**src/fetch_defs.svh**
```systemverilog
`ifndef FETCH_DEFS_SVH
`define FETCH_DEFS_SVH

// address and data width
`define XLEN 64
// one fetched instruction
`define INST_W 32
// axi id width
`define ID_W 4

// first fetch address after reset
`define RESET_PC 64'h0000_0000_8000_0000
// addi x0,x0,0
`define NOP_INST 32'h0000_0013

// id tags per requester
`define ID_FETCH 4'd1
`define ID_MEM 4'd2

`endif

```
**src/fetch_pkg.sv**
```systemverilog
`default_nettype none

`include "fetch_defs.svh"

package fetch_pkg;

  // macro widths as typed constants
  localparam int unsigned XLEN = `XLEN;
  localparam logic [XLEN-1:0] RESET_PC = `RESET_PC;

  // one read request toward the bus
  typedef struct packed {
    logic [`XLEN-1:0] addr;
    logic [`ID_W-1:0] id;
  } rd_req_t;

  // one read response from the bus
  typedef struct packed {
    logic [`XLEN-1:0] data;
    // axi resp code, 2'b00 is okay
    logic [1:0]       resp;
    logic [`ID_W-1:0] id;
  } rd_rsp_t;

  // who owns the current arbitration slot
  typedef enum logic {
    REQ_FETCH = 1'b0,
    REQ_MEM   = 1'b1
  } requester_e;

endpackage

`default_nettype wire

```
**src/axi_rd_master.sv**
```systemverilog
`default_nettype none
`timescale 1ns/1ns

`include "fetch_defs.svh"

module axi_rd_master (
  input  wire logic               clk,
  input  wire logic               rst_n,
  // request side from the arbiter
  input  wire logic               req_valid_i,
  input  wire fetch_pkg::rd_req_t req_i,
  output logic                    req_ready_o,
  // ar channel
  output logic                    ar_valid_o,
  output fetch_pkg::rd_req_t      ar_o,
  input  wire logic               ar_ready_i,
  // r channel, single beat
  input  wire logic               r_valid_i,
  input  wire fetch_pkg::rd_rsp_t r_i,
  output logic                    r_ready_o,
  // registered response back
  output logic                    rsp_valid_o,
  output fetch_pkg::rd_rsp_t      rsp_o,
  output logic                    resp_err_o
);

  import fetch_pkg::*;

  typedef enum logic [1:0] {IDLE, ADDR, DATA} state_e;

  state_e          state_q;
  rd_req_t         ar_q;
  rd_rsp_t         rsp_q;
  logic            rsp_valid_q;
  logic            resp_err_q;
  logic [`ID_W-1:0] beat_id;
  logic            beat_bad;

  assign beat_id = r_i.id;
  // slave error or a beat tagged for another read
  assign beat_bad = (r_i.resp != 2'b00) || (beat_id != ar_q.id);

  always_ff @(posedge clk or negedge rst_n) begin
    if (!rst_n) begin
      state_q     <= IDLE;
      rsp_valid_q <= 1'b0;
      resp_err_q  <= 1'b0;
    end else begin
      // response flags are one cycle wide
      rsp_valid_q <= 1'b0;
      resp_err_q  <= 1'b0;
      case (state_q)
        IDLE: begin
          if (req_valid_i) state_q <= ADDR;
        end
        ADDR: begin
          if (ar_ready_i) state_q <= DATA;
        end
        DATA: begin
          if (r_valid_i) begin
            state_q     <= IDLE;
            rsp_valid_q <= 1'b1;
            resp_err_q  <= beat_bad;
          end
        end
        default: state_q <= IDLE;
      endcase
    end
  end

  // ar payload frozen until the address handshake
  always_ff @(posedge clk) begin
    if (state_q == IDLE && req_valid_i) ar_q <= req_i;
    if (state_q == DATA && r_valid_i) rsp_q <= r_i;
  end

  assign req_ready_o = (state_q == IDLE);
  assign ar_valid_o  = (state_q == ADDR);
  assign ar_o        = ar_q;
  // r always taken once the address is out
  assign r_ready_o   = (state_q == DATA);
  assign rsp_valid_o = rsp_valid_q;
  assign rsp_o       = rsp_q;
  assign resp_err_o  = resp_err_q;

endmodule

`default_nettype wire

```
**src/fetch_ctrl.sv**
```systemverilog
`default_nettype none
`timescale 1ns/1ns

`include "fetch_defs.svh"

module fetch_ctrl (
  input  wire logic                 clk,
  input  wire logic                 rst_n,
  input  wire logic [`XLEN-1:0]     pc_i,
  input  wire logic                 stall_i,
  input  wire logic                 redirect_i,
  output logic                      req_o,
  output fetch_pkg::rd_req_t        req_o_data,
  input  wire logic                 gnt_i,
  input  wire logic                 rsp_valid_i,
  input  wire fetch_pkg::rd_rsp_t   rsp_i,
  output logic                      advance_o,
  output logic      [`INST_W-1:0]   inst_o,
  output logic      [`XLEN-1:0]     inst_pc_o,
  output logic                      inst_valid_o
);

  import fetch_pkg::*;

  typedef enum logic [1:0] {IDLE, WAIT_GNT, WAIT_RSP} state_e;

  state_e             state_q;
  // set when the fetch in flight is stale
  logic               flush_q;
  // advance owed while stall was high
  logic               adv_pend_q;
  logic               inst_valid_q;
  logic [`INST_W-1:0] inst_q;
  logic [`XLEN-1:0]   req_pc_q;
  logic [`XLEN-1:0]   inst_pc_q;
  logic               start;
  logic               rsp_keep;
  logic               adv_req;

  // no launch on redirect or while pc still owes a step
  assign start = (state_q == IDLE) && !stall_i && !redirect_i && !adv_pend_q;
  // late redirect in the response cycle also kills it
  assign rsp_keep = (state_q == WAIT_RSP) && rsp_valid_i && !flush_q && !redirect_i;
  assign adv_req = rsp_keep || adv_pend_q;
  // pc frozen during stall
  assign advance_o = adv_req && !stall_i;

  always_ff @(posedge clk or negedge rst_n) begin
    if (!rst_n) begin
      state_q      <= IDLE;
      flush_q      <= 1'b0;
      adv_pend_q   <= 1'b0;
      inst_valid_q <= 1'b0;
    end else begin
      inst_valid_q <= rsp_keep;
      // redirect reloads pc so the owed step is dropped
      adv_pend_q   <= adv_req && stall_i && !redirect_i;
      case (state_q)
        IDLE: begin
          if (start) begin
            state_q <= WAIT_GNT;
            flush_q <= 1'b0;
          end
        end
        WAIT_GNT: begin
          // request stays up until granted, even if stale
          if (redirect_i) flush_q <= 1'b1;
          if (gnt_i) state_q <= WAIT_RSP;
        end
        WAIT_RSP: begin
          if (redirect_i) flush_q <= 1'b1;
          if (rsp_valid_i) state_q <= IDLE;
        end
        default: state_q <= IDLE;
      endcase
    end
  end

  // fetch address and delivered word
  always_ff @(posedge clk) begin
    if (start) req_pc_q <= pc_i;
    if (rsp_keep) begin
      inst_q    <= rsp_i.data[`INST_W-1:0];
      inst_pc_q <= req_pc_q;
    end
  end

  assign req_o           = (state_q == WAIT_GNT);
  assign req_o_data.addr = req_pc_q;
  assign req_o_data.id   = `ID_FETCH;

  // bubble shows as nop
  assign inst_o       = inst_valid_q ? inst_q : `NOP_INST;
  assign inst_pc_o    = inst_pc_q;
  assign inst_valid_o = inst_valid_q;

endmodule

`default_nettype wire

```
**src/fetch_top.sv**
```systemverilog
`default_nettype none
`timescale 1ns/1ns

`include "fetch_defs.svh"

module fetch_top (
  input  wire logic               clk,
  input  wire logic               rst_n,
  input  wire logic               stall_i,
  input  wire logic               redirect_i,
  input  wire logic [`XLEN-1:0]   redirect_pc_i,
  input  wire logic               mem_req_i,
  input  wire logic [`XLEN-1:0]   mem_addr_i,
  output logic                    mem_gnt_o,
  output logic                    mem_done_o,
  output logic      [`XLEN-1:0]   mem_rdata_o,
  output logic      [`INST_W-1:0] inst_o,
  output logic      [`XLEN-1:0]   inst_pc_o,
  output logic                    inst_valid_o,
  output logic                    resp_err_o,
  output logic                    ar_valid_o,
  output fetch_pkg::rd_req_t      ar_o,
  input  wire logic               ar_ready_i,
  input  wire logic               r_valid_i,
  input  wire fetch_pkg::rd_rsp_t r_i,
  output logic                    r_ready_o
);

  import fetch_pkg::*;

  logic [`XLEN-1:0] pc;
  logic             advance;
  // fetch request path
  logic             fetch_req;
  rd_req_t          fetch_req_data;
  logic             fetch_gnt;
  logic             fetch_rsp_valid;
  // arbiter to master
  logic             arb_req_valid;
  rd_req_t          arb_req;
  logic             arb_req_ready;
  // shared response
  logic             rsp_valid;
  rd_rsp_t          rsp;

  pc_gen u_pc_gen (
    .clk           (clk),
    .rst_n         (rst_n),
    .advance_i     (advance),
    .redirect_i    (redirect_i),
    .redirect_pc_i (redirect_pc_i),
    .pc_o          (pc)
  );

  fetch_ctrl u_fetch_ctrl (
    .clk          (clk),
    .rst_n        (rst_n),
    .pc_i         (pc),
    .stall_i      (stall_i),
    .redirect_i   (redirect_i),
    .req_o        (fetch_req),
    .req_o_data   (fetch_req_data),
    .gnt_i        (fetch_gnt),
    .rsp_valid_i  (fetch_rsp_valid),
    .rsp_i        (rsp),
    .advance_o    (advance),
    .inst_o       (inst_o),
    .inst_pc_o    (inst_pc_o),
    .inst_valid_o (inst_valid_o)
  );

  rd_arbiter u_rd_arbiter (
    .clk               (clk),
    .rst_n             (rst_n),
    .fetch_req_i       (fetch_req),
    .fetch_req_data_i  (fetch_req_data),
    .fetch_gnt_o       (fetch_gnt),
    .mem_req_i         (mem_req_i),
    .mem_addr_i        (mem_addr_i),
    .mem_gnt_o         (mem_gnt_o),
    .req_valid_o       (arb_req_valid),
    .req_o             (arb_req),
    .req_ready_i       (arb_req_ready),
    .rsp_valid_i       (rsp_valid),
    .rsp_i             (rsp),
    .fetch_rsp_valid_o (fetch_rsp_valid),
    .mem_done_o        (mem_done_o),
    .mem_rdata_o       (mem_rdata_o)
  );

  axi_rd_master u_axi_rd_master (
    .clk         (clk),
    .rst_n       (rst_n),
    .req_valid_i (arb_req_valid),
    .req_i       (arb_req),
    .req_ready_o (arb_req_ready),
    .ar_valid_o  (ar_valid_o),
    .ar_o        (ar_o),
    .ar_ready_i  (ar_ready_i),
    .r_valid_i   (r_valid_i),
    .r_i         (r_i),
    .r_ready_o   (r_ready_o),
    .rsp_valid_o (rsp_valid),
    .rsp_o       (rsp),
    .resp_err_o  (resp_err_o)
  );

endmodule

`default_nettype wire

```
**src/pc_gen.sv**
```systemverilog
`default_nettype none
`timescale 1ns/1ns

module pc_gen (
  input  wire logic                       clk,
  input  wire logic                       rst_n,
  // step to next sequential instruction
  input  wire logic                       advance_i,
  // branch or jalr target from decode
  input  wire logic                       redirect_i,
  input  wire logic [fetch_pkg::XLEN-1:0] redirect_pc_i,
  output logic      [fetch_pkg::XLEN-1:0] pc_o
);

  import fetch_pkg::*;

  logic [XLEN-1:0] pc_q;
  logic [XLEN-1:0] pc_seq;

  // no prediction, fall through only
  assign pc_seq = pc_q + XLEN'(4);

  always_ff @(posedge clk or negedge rst_n) begin
    if (!rst_n) begin
      pc_q <= RESET_PC;
    end else if (redirect_i) begin
      // redirect beats a pending advance
      pc_q <= redirect_pc_i;
    end else if (advance_i) begin
      pc_q <= pc_seq;
    end
  end

  assign pc_o = pc_q;

endmodule

`default_nettype wire

```
**src/rd_arbiter.sv**
```systemverilog
`default_nettype none
`timescale 1ns/1ns

`include "fetch_defs.svh"

module rd_arbiter (
  input  wire logic               clk,
  input  wire logic               rst_n,
  input  wire logic               fetch_req_i,
  input  wire fetch_pkg::rd_req_t fetch_req_data_i,
  output logic                    fetch_gnt_o,
  input  wire logic               mem_req_i,
  input  wire logic [`XLEN-1:0]   mem_addr_i,
  output logic                    mem_gnt_o,
  output logic                    req_valid_o,
  output fetch_pkg::rd_req_t      req_o,
  input  wire logic               req_ready_i,
  input  wire logic               rsp_valid_i,
  input  wire fetch_pkg::rd_rsp_t rsp_i,
  output logic                    fetch_rsp_valid_o,
  output logic                    mem_done_o,
  output logic      [`XLEN-1:0]   mem_rdata_o
);

  import fetch_pkg::*;

  requester_e pick;
  // one read outstanding at most
  logic       busy_q;
  logic       xfer;

  // memory stage always first
  assign pick = mem_req_i ? REQ_MEM : REQ_FETCH;

  assign req_valid_o = !busy_q && (mem_req_i || fetch_req_i);
  assign req_o.addr  = (pick == REQ_MEM) ? mem_addr_i : fetch_req_data_i.addr;
  assign req_o.id    = (pick == REQ_MEM) ? `ID_MEM : fetch_req_data_i.id;
  assign xfer        = req_valid_o && req_ready_i;

  // grant is the transfer cycle
  assign mem_gnt_o   = xfer && (pick == REQ_MEM);
  assign fetch_gnt_o = xfer && (pick == REQ_FETCH);

  always_ff @(posedge clk or negedge rst_n) begin
    if (!rst_n) begin
      busy_q <= 1'b0;
    end else if (xfer) begin
      busy_q <= 1'b1;
    end else if (rsp_valid_i) begin
      busy_q <= 1'b0;
    end
  end

  // steer by id tag
  assign fetch_rsp_valid_o = rsp_valid_i && (rsp_i.id == `ID_FETCH);
  assign mem_done_o        = rsp_valid_i && (rsp_i.id == `ID_MEM);
  assign mem_rdata_o       = rsp_i.data;

endmodule

`default_nettype wire

```
**config.mk**
```make
export PLATFORM = sky130hd
export DESIGN_NAME = fetch_top
export DESIGN_NICKNAME = d
export VERILOG_FILES = /design/src/fetch_pkg.sv /design/src/axi_rd_master.sv /design/src/fetch_ctrl.sv /design/src/fetch_top.sv /design/src/pc_gen.sv /design/src/rd_arbiter.sv
export VERILOG_INCLUDE_DIRS = /design/src /design/src/src
export SDC_FILE = /design/constraint.sdc
export NUM_CORES = 1
export LEC_CHECK = 0
export ABC_AREA = 0
export BUFFER_PORTS_ARGS = -buffer_cell sky130_fd_sc_hd__buf_2
export CAP_MARGIN = 20
export CORE_ASPECT_RATIO = 1.5
export CORE_MARGIN = 8
export CORE_UTILIZATION = 47
export CTS_CLUSTER_DIAMETER = 200
export DETAILED_ROUTE_END_ITERATION = 7
export PLACE_DENSITY = 0.85
export RECOVER_POWER = 100
export SLEW_MARGIN = 20
export SYNTH_ARGS = -nofsm -noshare
export SYNTH_HDL_FRONTEND = slang
export SYNTH_HIERARCHICAL = 1
export SYNTH_SLANG_ARGS = --single-unit
```
**constraint.sdc**
```tcl
create_clock -name clk -period 4.3 [get_ports clk]
set_clock_uncertainty 0.15 [all_clocks]
set_input_delay 0.43 -clock clk [delete_from_list [all_inputs] [get_ports clk]]
set_output_delay 0.43 -clock clk [all_outputs]
set_load 0.01 [all_outputs]
```
==> impl_results.rst, run 1 <==
.. list-table::
   :header-rows: 1

   * - Metric
     - Value
   * - Average instance area after synthesis
     - 15.7 µm²
   * - Placed Cells incl. Taps
     - 1728
   * - Maximum level of the CTS H-tree
     - 2
   * - Vias per inst
     - 5.22
   * - Post-CTS setup buffers
     - 0
   * - Count of pins on the block boundary
     - 439
   * - Nature of the critical path startpoint
     - flop
   * - Die Span Y
     - 236 µm
   * - Yosys synthesis warning count
     - 6
   * - GRT Residual Overflow
     - 0
   * - Fraction of the core area covered by cells at the end of the flow
     - 59.9%
   * - Vias after detailed routing
     - 10000
   * - Number of antenna violations at the first check in global routing
     - 10
   * - Overall track demand over capacity in global routing
     - 22.3%
   * - Setup total negative slack
     - 0 ps
   * - Hold path cells
     - 2
   * - CP required
     - 4580 ps
   * - Cell count after synthesis
     - 964
   * - Clock tree from TritonCTS
     - done
   * - Number of global-route vias before repair
     - 11000
   * - Path type of the worst min-delay path
     - in2reg
   * - Share of post-route cells with drive strength above 1
     - 19.5%
   * - Hold WS
     - 30.4 ps
   * - Dpl hpwl
     - 30100 µm
   * - Worst-Skew Late Latency
     - 520 ps
   * - Violations in the final reports
     - capacitance limit, slew limit
   * - Number of non-filler instances in the completed layout
     - 1920
   * - Max-slew violations
     - 500
   * - DRT antenna net count
     - 0
   * - Max_slew headroom
     - -89.8%
   * - Number of clock buffers inserted by TritonCTS
     - 35
   * - First-pass GRT wire length
     - 65700 µm
   * - Die X
     - 163 µm
   * - Arr. time, crit path
     - 4200 ps
   * - Least-Margin Pin Slew
     - 2850 ps
   * - Result of the run
     - finished, violations left
   * - Clock slew seen by the registers of the worst setup and hold paths
     - 60 ps
   * - Peak Freq
     - 0.256 GHz
   * - Clock Path Buffers
     - 3
   * - Detailed Route WL
     - 44000 µm
   * - Row count
     - 80
   * - Final critical delay including setup and external delays
     - 3910 ps
   * - Total standard cell area after synthesis
     - 15100 µm²
   * - Number of max-capacitance violations reported
     - 8
   * - P per Cell Area
     - 451 nW/µm²
   * - Share of the clock period used by the worst path after layout
     - 91.0%
   * - Area Growth Syn to Fin
     - 25.7%
   * - Core outline area
     - 31700 µm²
   * - Leakage component of the power
     - 6.88 nW
   * - Critical Path End Type
     - flop
   * - Router iterations before antenna repair
     - 7
   * - Kind of critical path
     - reg2reg
   * - Largest net degree at the start of global routing
     - 109
   * - Initial standard-cell utilization of the core
     - 47.7%
   * - Setup violation total in the final timing report
     - 0
   * - Unrepaired setup endpoints after global routing
     - no
   * - Final weighted congestion of routability-driven global placement
     - 0.825
   * - Sink Count
     - 370
   * - FF-to-FF path depth
     - 12
   * - WL per Instance
     - 22.9 µm
   * - Total die area
     - 38300 µm²
   * - Final Hold Violating Endpoints
     - 0
   * - Port Buffers
     - 438
   * - IR Drop Worst-Case VDD
     - 0.000381 V
   * - Cell at the root of the clock tree
     - sky130_fd_sc_hd__clkbuf_16
   * - 1st-iter DRT viols
     - 672
   * - # DRC
     - 0
   * - Number of nets in the layout
     - 1690
   * - Crit-path max FO
     - 12
final cells by class:
type	instances	area, µm²
clock buffers	45	966
fillers	2512	12700
repair buffers	571	3200
inverters	13	48.8
flip-flops and latches	370	10700
well taps	410	513
multi-input cells	488	3370
diodes	6	15.0
clock inverters	17	163
per-layer routing:
metal / wire, µm / GRT usage [%] / part of all wire, %
met5: 45 / 0 / 0.10
met2: 23500 / 41.1 / 53
met1: 15100 / 23.0 / 34
met3: 3780 / 5.93 / 8.6
met4: 1630 / 9.96 / 3.7
state kept, by name, summed over array words and instances, names as in the netlist:
name	cells
u_rd_arbiter/busy_q	1
u_axi_rd_master/resp_err_o	1
u_axi_rd_master/state_q	2
u_fetch_ctrl/flush_q	1
u_pc_gen/pc_o	64
u_fetch_ctrl/req_pc_q	64
u_fetch_ctrl/inst_valid_o	1
u_fetch_ctrl/adv_pend_q	1
u_axi_rd_master/rsp_o	68
u_fetch_ctrl/inst_pc_o	64
u_axi_rd_master/ar_o	68
u_fetch_ctrl/inst_q	32
u_axi_rd_master/rsp_valid_o	1
u_fetch_ctrl/state_q	2
worst paths after layout:
kind	start	to	slack [ps]
setup / recovery	u_axi_rd_master/rsp_o[3]	u_pc_gen/pc_o[34]	390
hold / removal	redirect_pc_i[0]	u_pc_gen/pc_o[0]	30
min in group asynchronous	rst_n	u_pc_gen/pc_o[9]	1220
max in group asynchronous	rst_n	u_pc_gen/pc_o[28]	840
hold reg to reg	u_axi_rd_master/rsp_valid_o	u_rd_arbiter/busy_q	290
setup reg to reg	u_axi_rd_master/rsp_o[3]	u_pc_gen/pc_o[34]	390
layout by cell type (no fill, tap or decap), drive strengths merged, types with 2 or more instances in the layout:
cell type,instances
and4bb,2
nand2b,4
nor2b,7
conb,4
or3,7
nor2,32
nand2,73
or3b,2
buf,214
nand4,37
nor4b,2
bufinv,3
clkinv,12
dfrtp,73
and2,35
a21oi,3
a31oi,11
mux2i,4
nand3,25
clkinvlp,2
clkbuf,278
diode,6
or4,7
and3,3
xor2,33
dlygate4sd3,124
o21ai,54
o31ai,4
and4,4
nor3b,5
ha,6
nor4,14
edfxtp,296
mux2,70
xnor2,19
nor3,11
inv,13
repair_timing:
item | in CTS | in global routing
hold buffers | 124 | 0
endpoints found under the hold margin | 168 | 0
setup endpoints to repair | 0 | 0
gates resized for setup | 0 | 0
report_power, final:
group          internal, mW  switching, mW  leakage [nW]
combinational         0.373          0.585          2.76
clock                  1.77           1.31         0.550
sequential             4.31          0.228          3.57
total                  6.46           2.12          6.88
worst max-delay path, stage by stage, from the launching register on:
cell and delay (ps):
sky130_fd_sc_hd__edfxtp_1 350, sky130_fd_sc_hd__or3b_1 420, sky130_fd_sc_hd__nor3b_2 270, sky130_fd_sc_hd__and4bb_4 270, sky130_fd_sc_hd__nor2_1 50, sky130_fd_sc_hd__nor2_1 140, sky130_fd_sc_hd__buf_4 180, sky130_fd_sc_hd__nand3_1 220
sky130_fd_sc_hd__nor3_2 560, sky130_fd_sc_hd__clkbuf_1 550, sky130_fd_sc_hd__nand3_1 160, sky130_fd_sc_hd__or3_1 370, sky130_fd_sc_hd__a31oi_1 160
stage by stage:
stage | setup slack, ps | instance area (µm²) | power (mW)
floorplan | 274 | 15100 | 5.15
global route | 156 | 19000 | 8.88
detailed placement | 511 | 17200 | 5.56
CTS | 497 | 19600 | 8.72
finish | 388 | 19000 | 8.58
global placement | 583 | 17200 | 5.50
(Power assumes the default switching activity.)
==> run 2, diff against run 1 <==
- CORE_UTILIZATION: 47 -> 49
- CTS_BUF_LIST: default -> sky130_fd_sc_hd__clkbuf_8
- PLACE_DENSITY: 0.85 -> 0.88
- SLEW_MARGIN: 20 -> default
==> impl_results.rst, run 2 (same netlist as run 1, synthesis figures left out) <==
.. list-table::
   :header-rows: 1

   * - Metric
     - Value
   * - Result of the run
     - finished, violations left
   * - Violations in the final reports
     - capacitance limit, slew limit
   * - Clock slew seen by the registers of the worst setup and hold paths
     - 70 ps
   * - Number of max-capacitance violations reported
     - 2
   * - Worst-Skew Late Latency
     - 590 ps
   * - Post-CTS setup buffers
     - 0
   * - Crit-path max FO
     - 7
   * - Switching share of power
     - 25.6%
   * - Arr. time, crit path
     - 4460 ps
   * - Core outline area
     - 30700 µm²
   * - Clock Path Buffers
     - 3
   * - Filler Cell Count
     - 2099
   * - Detailed Route WL
     - 47600 µm
   * - Peak Freq
     - 0.244 GHz
   * - WL per Instance
     - 23.4 µm
   * - Resize count post-CTS
     - 0
   * - Least-Margin Pin Slew
     - 2340 ps
   * - Overall track demand over capacity in global routing
     - 25.0%
   * - Final Hold Violating Endpoints
     - 0
   * - CP required
     - 4660 ps
   * - Final weighted congestion of routability-driven global placement
     - 0.905
   * - FF-to-FF path depth
     - 10
   * - Cell at the root of the clock tree
     - sky130_fd_sc_hd__clkbuf_8
   * - Max_slew headroom
     - -55.7%
   * - Net load switching power
     - 2.23 mW
   * - Maximum level of the CTS H-tree
     - 2
   * - Count of pins on the block boundary
     - 439
   * - Setup slack of the worst register-to-register path
     - 200 ps
   * - Fraction of the core area covered by cells at the end of the flow
     - 65.9%
   * - GRT Residual Overflow
     - 0
   * - Path type of the worst min-delay path
     - in2reg
   * - Final critical delay including setup and external delays
     - 4100 ps
   * - Nature of the critical path startpoint
     - flop
   * - Met3 usage in global routing
     - 6.36%
   * - Leading cell type in the layout, fill and taps excluded
     - sky130_fd_sc_hd__buf_2
   * - Critical Path Slowest Stage Cell
     - sky130_fd_sc_hd__nor4_2
   * - Number of nets in the layout
     - 1785
   * - First-pass GRT wire length
     - 70900 µm
   * - Critical R2R Capture
     - u_pc_gen/pc_o[60]
   * - Layer with the highest usage after global routing
     - met2
   * - Largest net degree at the start of global routing
     - 109
   * - Critical Path Most Common Cell
     - sky130_fd_sc_hd__nor2_1
   * - Setup violation total in the final timing report
     - 0
   * - Vias per inst
     - 5.31
   * - Clock group share of total power
     - 34.9%
   * - Part of the total power dissipated in combinational logic
     - 13.0%
   * - Power, Total
     - 8.70 mW
   * - Router iterations before antenna repair
     - 5
   * - Initial standard-cell utilization of the core
     - 49.2%
   * - Critical Path End Type
     - flop
   * - Number of clock buffers inserted by TritonCTS
     - 54
   * - Setup total negative slack
     - 0 ps
   * - Seq pwr share
     - 52.2%
   * - Global-route track usage on met1
     - 25.7%
   * - Critical Path, Cell by Cell
     - or3b_1, nor3b_2, and4bb_4, nor2_1, nor2_1, nand3_1, nor4_2, nand4_1, or4_1, a31oi_1
   * - Sink Count
     - 370
   * - Met2 usage in global routing
     - 46.6%
   * - Cell internal pwr
     - 6.47 mW
   * - # DRC
     - 0
   * - Share of post-route cells with drive strength above 1
     - 34.9%
   * - Die Span Y
     - 231 µm
   * - Terminating pin of the worst hold path
     - u_fetch_ctrl/adv_pend_q
   * - Row count
     - 79
   * - Number of global-route vias before repair
     - 11700
   * - P per Cell Area
     - 429 nW/µm²
   * - Die X
     - 160 µm
   * - Port Buffers
     - 438
   * - Hold path start
     - redirect_i
   * - IR Drop Worst-Case VDD
     - 0.000261 V
   * - Reg2reg start
     - u_axi_rd_master/rsp_o[3]
   * - DRT antenna net count
     - 0
   * - Share of the clock period used by the worst path after layout
     - 95.4%
   * - Vias after detailed routing
     - 10800
   * - Dpl hpwl
     - 30200 µm
   * - Clock tree from TritonCTS
     - done
   * - Kind of critical path
     - reg2reg
   * - Number of antenna violations at the first check in global routing
     - 12
   * - Area Growth Syn to Fin
     - 33.8%
   * - Leakage component of the power
     - 8.06 nW
   * - Max-slew violations
     - 117
   * - Total die area
     - 36900 µm²
   * - Hold path cells
     - 4
   * - Unrepaired setup endpoints after global routing
     - yes
   * - 1st-iter DRT viols
     - 843
   * - Top library cells by usage in the layout, fill and taps aside
     - sky130_fd_sc_hd__buf_2 (417), sky130_fd_sc_hd__edfxtp_1 (296), sky130_fd_sc_hd__dlygate4sd3_1 (203), sky130_fd_sc_hd__nand2_1 (73), sky130_fd_sc_hd__dfrtp_1 (73)
   * - Delay of the slowest cell on the worst path
     - 680 ps
-- run 2: per-stage QoR --
stage	instance area, µm²	setup slack (ps)	std cells	hold slack [ps]
floorplan	15100	274	966	-15.6
global placement	17200	440	1720	277
detailed placement	17200	335	1720	285
CTS	20400	305	2023	160
global route	20300	-9.99	2033	203
finish	20300	199	2034	227
-- run 2: what timing repair did --
item	CTS	global route
setup endpoints to repair	0	1
endpoints found under the hold margin	273	0
hold buffers	203	0
-- run 2: area by class of cell --
| type | instances | area (µm²) | area share [%] |
|---|---|---|---|
| diodes | 11 | 27.5 | 0.136 |
| repair buffers | 647 | 4250 | 21.0 |
| clock inverters | 36 | 293 | 1.45 |
| multi-input cells | 488 | 3510 | 17.3 |
| clock buffers | 64 | 881 | 4.35 |
| inverters | 13 | 48.8 | 0.241 |
| well taps | 405 | 507 | 2.50 |
| flip-flops and latches | 370 | 10700 | 53.0 |
-- run 2: worst max path at each step --
stage	start	end	slack, ps	depth (start not counted)
final	u_axi_rd_master/rsp_o[3]	u_pc_gen/pc_o[60]	200	10
after global routing	u_axi_rd_master/rsp_o[3]	u_pc_gen/pc_o[60]	-10	10
after CTS	u_axi_rd_master/rsp_o[2]	u_pc_gen/pc_o[60]	310	10
after detailed placement	u_axi_rd_master/rsp_o[2]	u_pc_gen/pc_o[60]	330	10
after global placement	u_axi_rd_master/rsp_o[3]	u_pc_gen/pc_o[60]	440	10
after floorplan	u_axi_rd_master/rsp_o[3]	u_pc_gen/pc_o[63]	270	11
-- run 2: metal layers --
layer  routed length (µm)  part of all wire [%]  vias to the layer above
met5                   23                 0.048                        -
met1                16000                    34                     5216
met4                 2170                   4.6                        4
li1                     -                     -                     4743
met3                 3730                   7.8                      150
met2                25600                    54                      678
-- run 2: power by group through the flow --
stage	combinational [mW]	sequential, mW	clock (mW)
after floorplan	0.578	4.57	0
after global placement	0.926	4.58	0
after detailed placement	0.969	4.60	0
after CTS	1.13	4.53	3.05
after global routing	1.20	4.56	3.23
final	1.13	4.54	3.03
-- run 2: critical path: cells and delay by family, from the launching register on --
kind | cells | cell delay, ps
AND/OR/NAND/NOR | 9 | 3340
flip-flops | 1 | 350
AO/OA/AOI/OAI | 1 | 190
==> run 3, diff against run 2 <==
- RECOVER_POWER: 100 -> default
==> impl_results.rst, run 3 (same netlist as run 1, synthesis figures left out) <==
.. list-table::
   :header-rows: 1

   * - Metric
     - Value
   * - Switching share of power
     - 25.6%
   * - CP required
     - 4660 ps
   * - Worst path buffer plus inverter count
     - 0
   * - Global-route track usage on met1
     - 25.7%
   * - Met2 usage in global routing
     - 46.6%
   * - Max_slew headroom
     - 22.1%
   * - Top library cells by usage in the layout, fill and taps aside
     - sky130_fd_sc_hd__buf_2 (435), sky130_fd_sc_hd__edfxtp_1 (296), sky130_fd_sc_hd__dlygate4sd3_1 (203), sky130_fd_sc_hd__nand2_1 (73), sky130_fd_sc_hd__dfrtp_1 (73)
   * - Dpl hpwl
     - 30200 µm
   * - Reg2reg start
     - u_axi_rd_master/rsp_o[3]
   * - Max-slew violations
     - 0
   * - Detailed Route WL
     - 47600 µm
   * - Clock group share of total power
     - 34.8%
   * - DRT antenna net count
     - 0
   * - Vias after detailed routing
     - 10900
   * - Category of cells accounting for the largest share of critical-path delay
     - simple AND/OR/NAND/NOR gates
   * - Met3 usage in global routing
     - 6.36%
   * - Die X
     - 160 µm
   * - Power, Total
     - 8.73 mW
   * - Vias per inst
     - 5.34
   * - Peak Freq
     - 0.245 GHz
   * - Critical path startpoint
     - u_axi_rd_master/rsp_o[3]
   * - Arr. time, crit path
     - 4450 ps
   * - Setup total negative slack
     - 0 ps
   * - Port Buffers
     - 438
   * - Number of clock buffers inserted by TritonCTS
     - 54
   * - Delay of the slowest cell on the worst path
     - 680 ps
   * - Cell internal pwr
     - 6.50 mW
   * - Sink Count
     - 370
   * - Total die area
     - 36900 µm²
   * - Layer with the highest usage after global routing
     - met2
   * - Cell at the root of the clock tree
     - sky130_fd_sc_hd__clkbuf_8
   * - Share of the clock period used by the worst path after layout
     - 95.0%
   * - Leading cell type in the layout, fill and taps excluded
     - sky130_fd_sc_hd__buf_2
   * - Path type of the worst min-delay path
     - in2reg
   * - Row count
     - 79
   * - Part of the total power dissipated in combinational logic
     - 13.2%
   * - Number of max-capacitance violations reported
     - 0
   * - Share of post-route cells with drive strength above 1
     - 38.1%
   * - Resize count post-CTS
     - 0
   * - Final critical delay including setup and external delays
     - 4090 ps
   * - Critical Path Slowest Stage Cell
     - sky130_fd_sc_hd__nor4_2
   * - Clock tree from TritonCTS
     - done
   * - Final Hold Violating Endpoints
     - 0
   * - Number of antenna violations at the first check in global routing
     - 12
   * - Critical Path End Type
     - flop
   * - Nature of the critical path startpoint
     - flop
   * - Clock Path Buffers
     - 3
   * - Critical Path, Cell by Cell
     - or3b_1, nor3b_2, and4bb_4, nor2_1, nor2_1, nand3_1, nor4_2, nand4_1, or4_1, a31oi_1
   * - Final weighted congestion of routability-driven global placement
     - 0.905
   * - Hold path start
     - redirect_i
   * - First-pass GRT wire length
     - 70900 µm
   * - Sequential cell area
     - 10700 µm²
   * - Least-Margin Pin Slew
     - 1170 ps
   * - Die Span Y
     - 231 µm
   * - Number of nets in the layout
     - 1785
   * - Setup violation total in the final timing report
     - 0
   * - Critical Path Most Common Cell
     - sky130_fd_sc_hd__nor2_1
   * - Unrepaired setup endpoints after global routing
     - yes
   * - Count of pins on the block boundary
     - 439
   * - # DRC
     - 0
   * - Final instance area
     - 20400 µm²
   * - Initial standard-cell utilization of the core
     - 49.2%
   * - WL per Instance
     - 23.4 µm
   * - Clock slew seen by the registers of the worst setup and hold paths
     - 70 ps
   * - Core outline area
     - 30700 µm²
   * - Router iterations before antenna repair
     - 5
   * - IR Drop Worst-Case VDD
     - 0.000263 V
   * - Number of global-route vias before repair
     - 11700
   * - Crit-path max FO
     - 7
   * - Area Growth Syn to Fin
     - 34.8%
   * - Filler Cell Count
     - 2043
   * - Kind of critical path
     - reg2reg
   * - Leakage component of the power
     - 8.24 nW
   * - Worst-Skew Late Latency
     - 590 ps
   * - GRT Residual Overflow
     - 0
   * - Result of the run
     - complete, no violations
   * - Overall track demand over capacity in global routing
     - 25.0%
   * - Seq pwr share
     - 52.0%
   * - Largest net degree at the start of global routing
     - 109
   * - Area of placed instances
     - 17200 µm²
   * - Multi-input logic area
     - 3630 µm²
   * - P per Cell Area
     - 428 nW/µm²
   * - Hold WS
     - 228 ps
   * - Maximum level of the CTS H-tree
     - 2
   * - 1st-iter DRT viols
     - 878
   * - Net load switching power
     - 2.24 mW
[run 3: tightest hold or removal path, cell delays in order]
cell and delay [ps]:
sky130_fd_sc_hd__buf_4 110, sky130_fd_sc_hd__and4bb_4 190, sky130_fd_sc_hd__nor2_1 130, sky130_fd_sc_hd__nor3b_1 70
[run 3: path summary, 6_finish.rpt]
check / endpoint / slack (ps) / depth (start not counted)
max: u_pc_gen/pc_o[60] / 210 / 10
min: u_fetch_ctrl/adv_pend_q / 230 / 4
max reg2reg: u_pc_gen/pc_o[60] / 210 / 10
min reg2reg: u_fetch_ctrl/inst_q[0] / 290 / 0
max in group asynchronous: u_fetch_ctrl/inst_valid_o / 2930 / 2
min in group asynchronous: u_pc_gen/pc_o[11] / 390 / 2
[run 3: layout make-up]
cell class              instances  share of cell area [%]
clock buffers                  64                    4.32
flip-flops and latches        370                    52.6
repair buffers                647                    21.0
well taps                     405                    2.48
clock inverters                36                    1.43
inverters                      13                   0.239
diodes                         11                   0.135
multi-input cells             488                    17.8
[run 3: timing repair]
item / in CTS / in global routing
setup buffers: 0 / 0
hold endpoints to repair: 273 / 0
setup endpoints to repair: 0 / 1
hold buffers: 203 / 0
[run 3: power groups by stage]
stage / Clock (mW) / Sequential [mW] / Combinational (mW)
finish: 3.04 / 4.54 / 1.16
global route: 3.23 / 4.57 / 1.23
CTS: 3.05 / 4.53 / 1.13
detailed placement: 0 / 4.60 / 0.969
global placement: 0 / 4.58 / 0.926
floorplan: 0 / 4.57 / 0.578
[run 3: through the flow]
step | util (%) | std cells | worst slack (ps)
final | 66.4 | 2034 | 214
after global routing | 66.4 | 2033 | -10.0
after CTS | 66.3 | 2023 | 305
after detailed placement | 55.9 | 1720 | 335
after global placement | 55.9 | 1720 | 440
after floorplan | - | 966 | 274
[run 3: per-layer routing]
layer / routed length, µm / part of all wire [%]
met1: 16100 / 34
met2: 25600 / 54
met3: 3670 / 7.7
met4: 2140 / 4.5
met5: 23 / 0.048
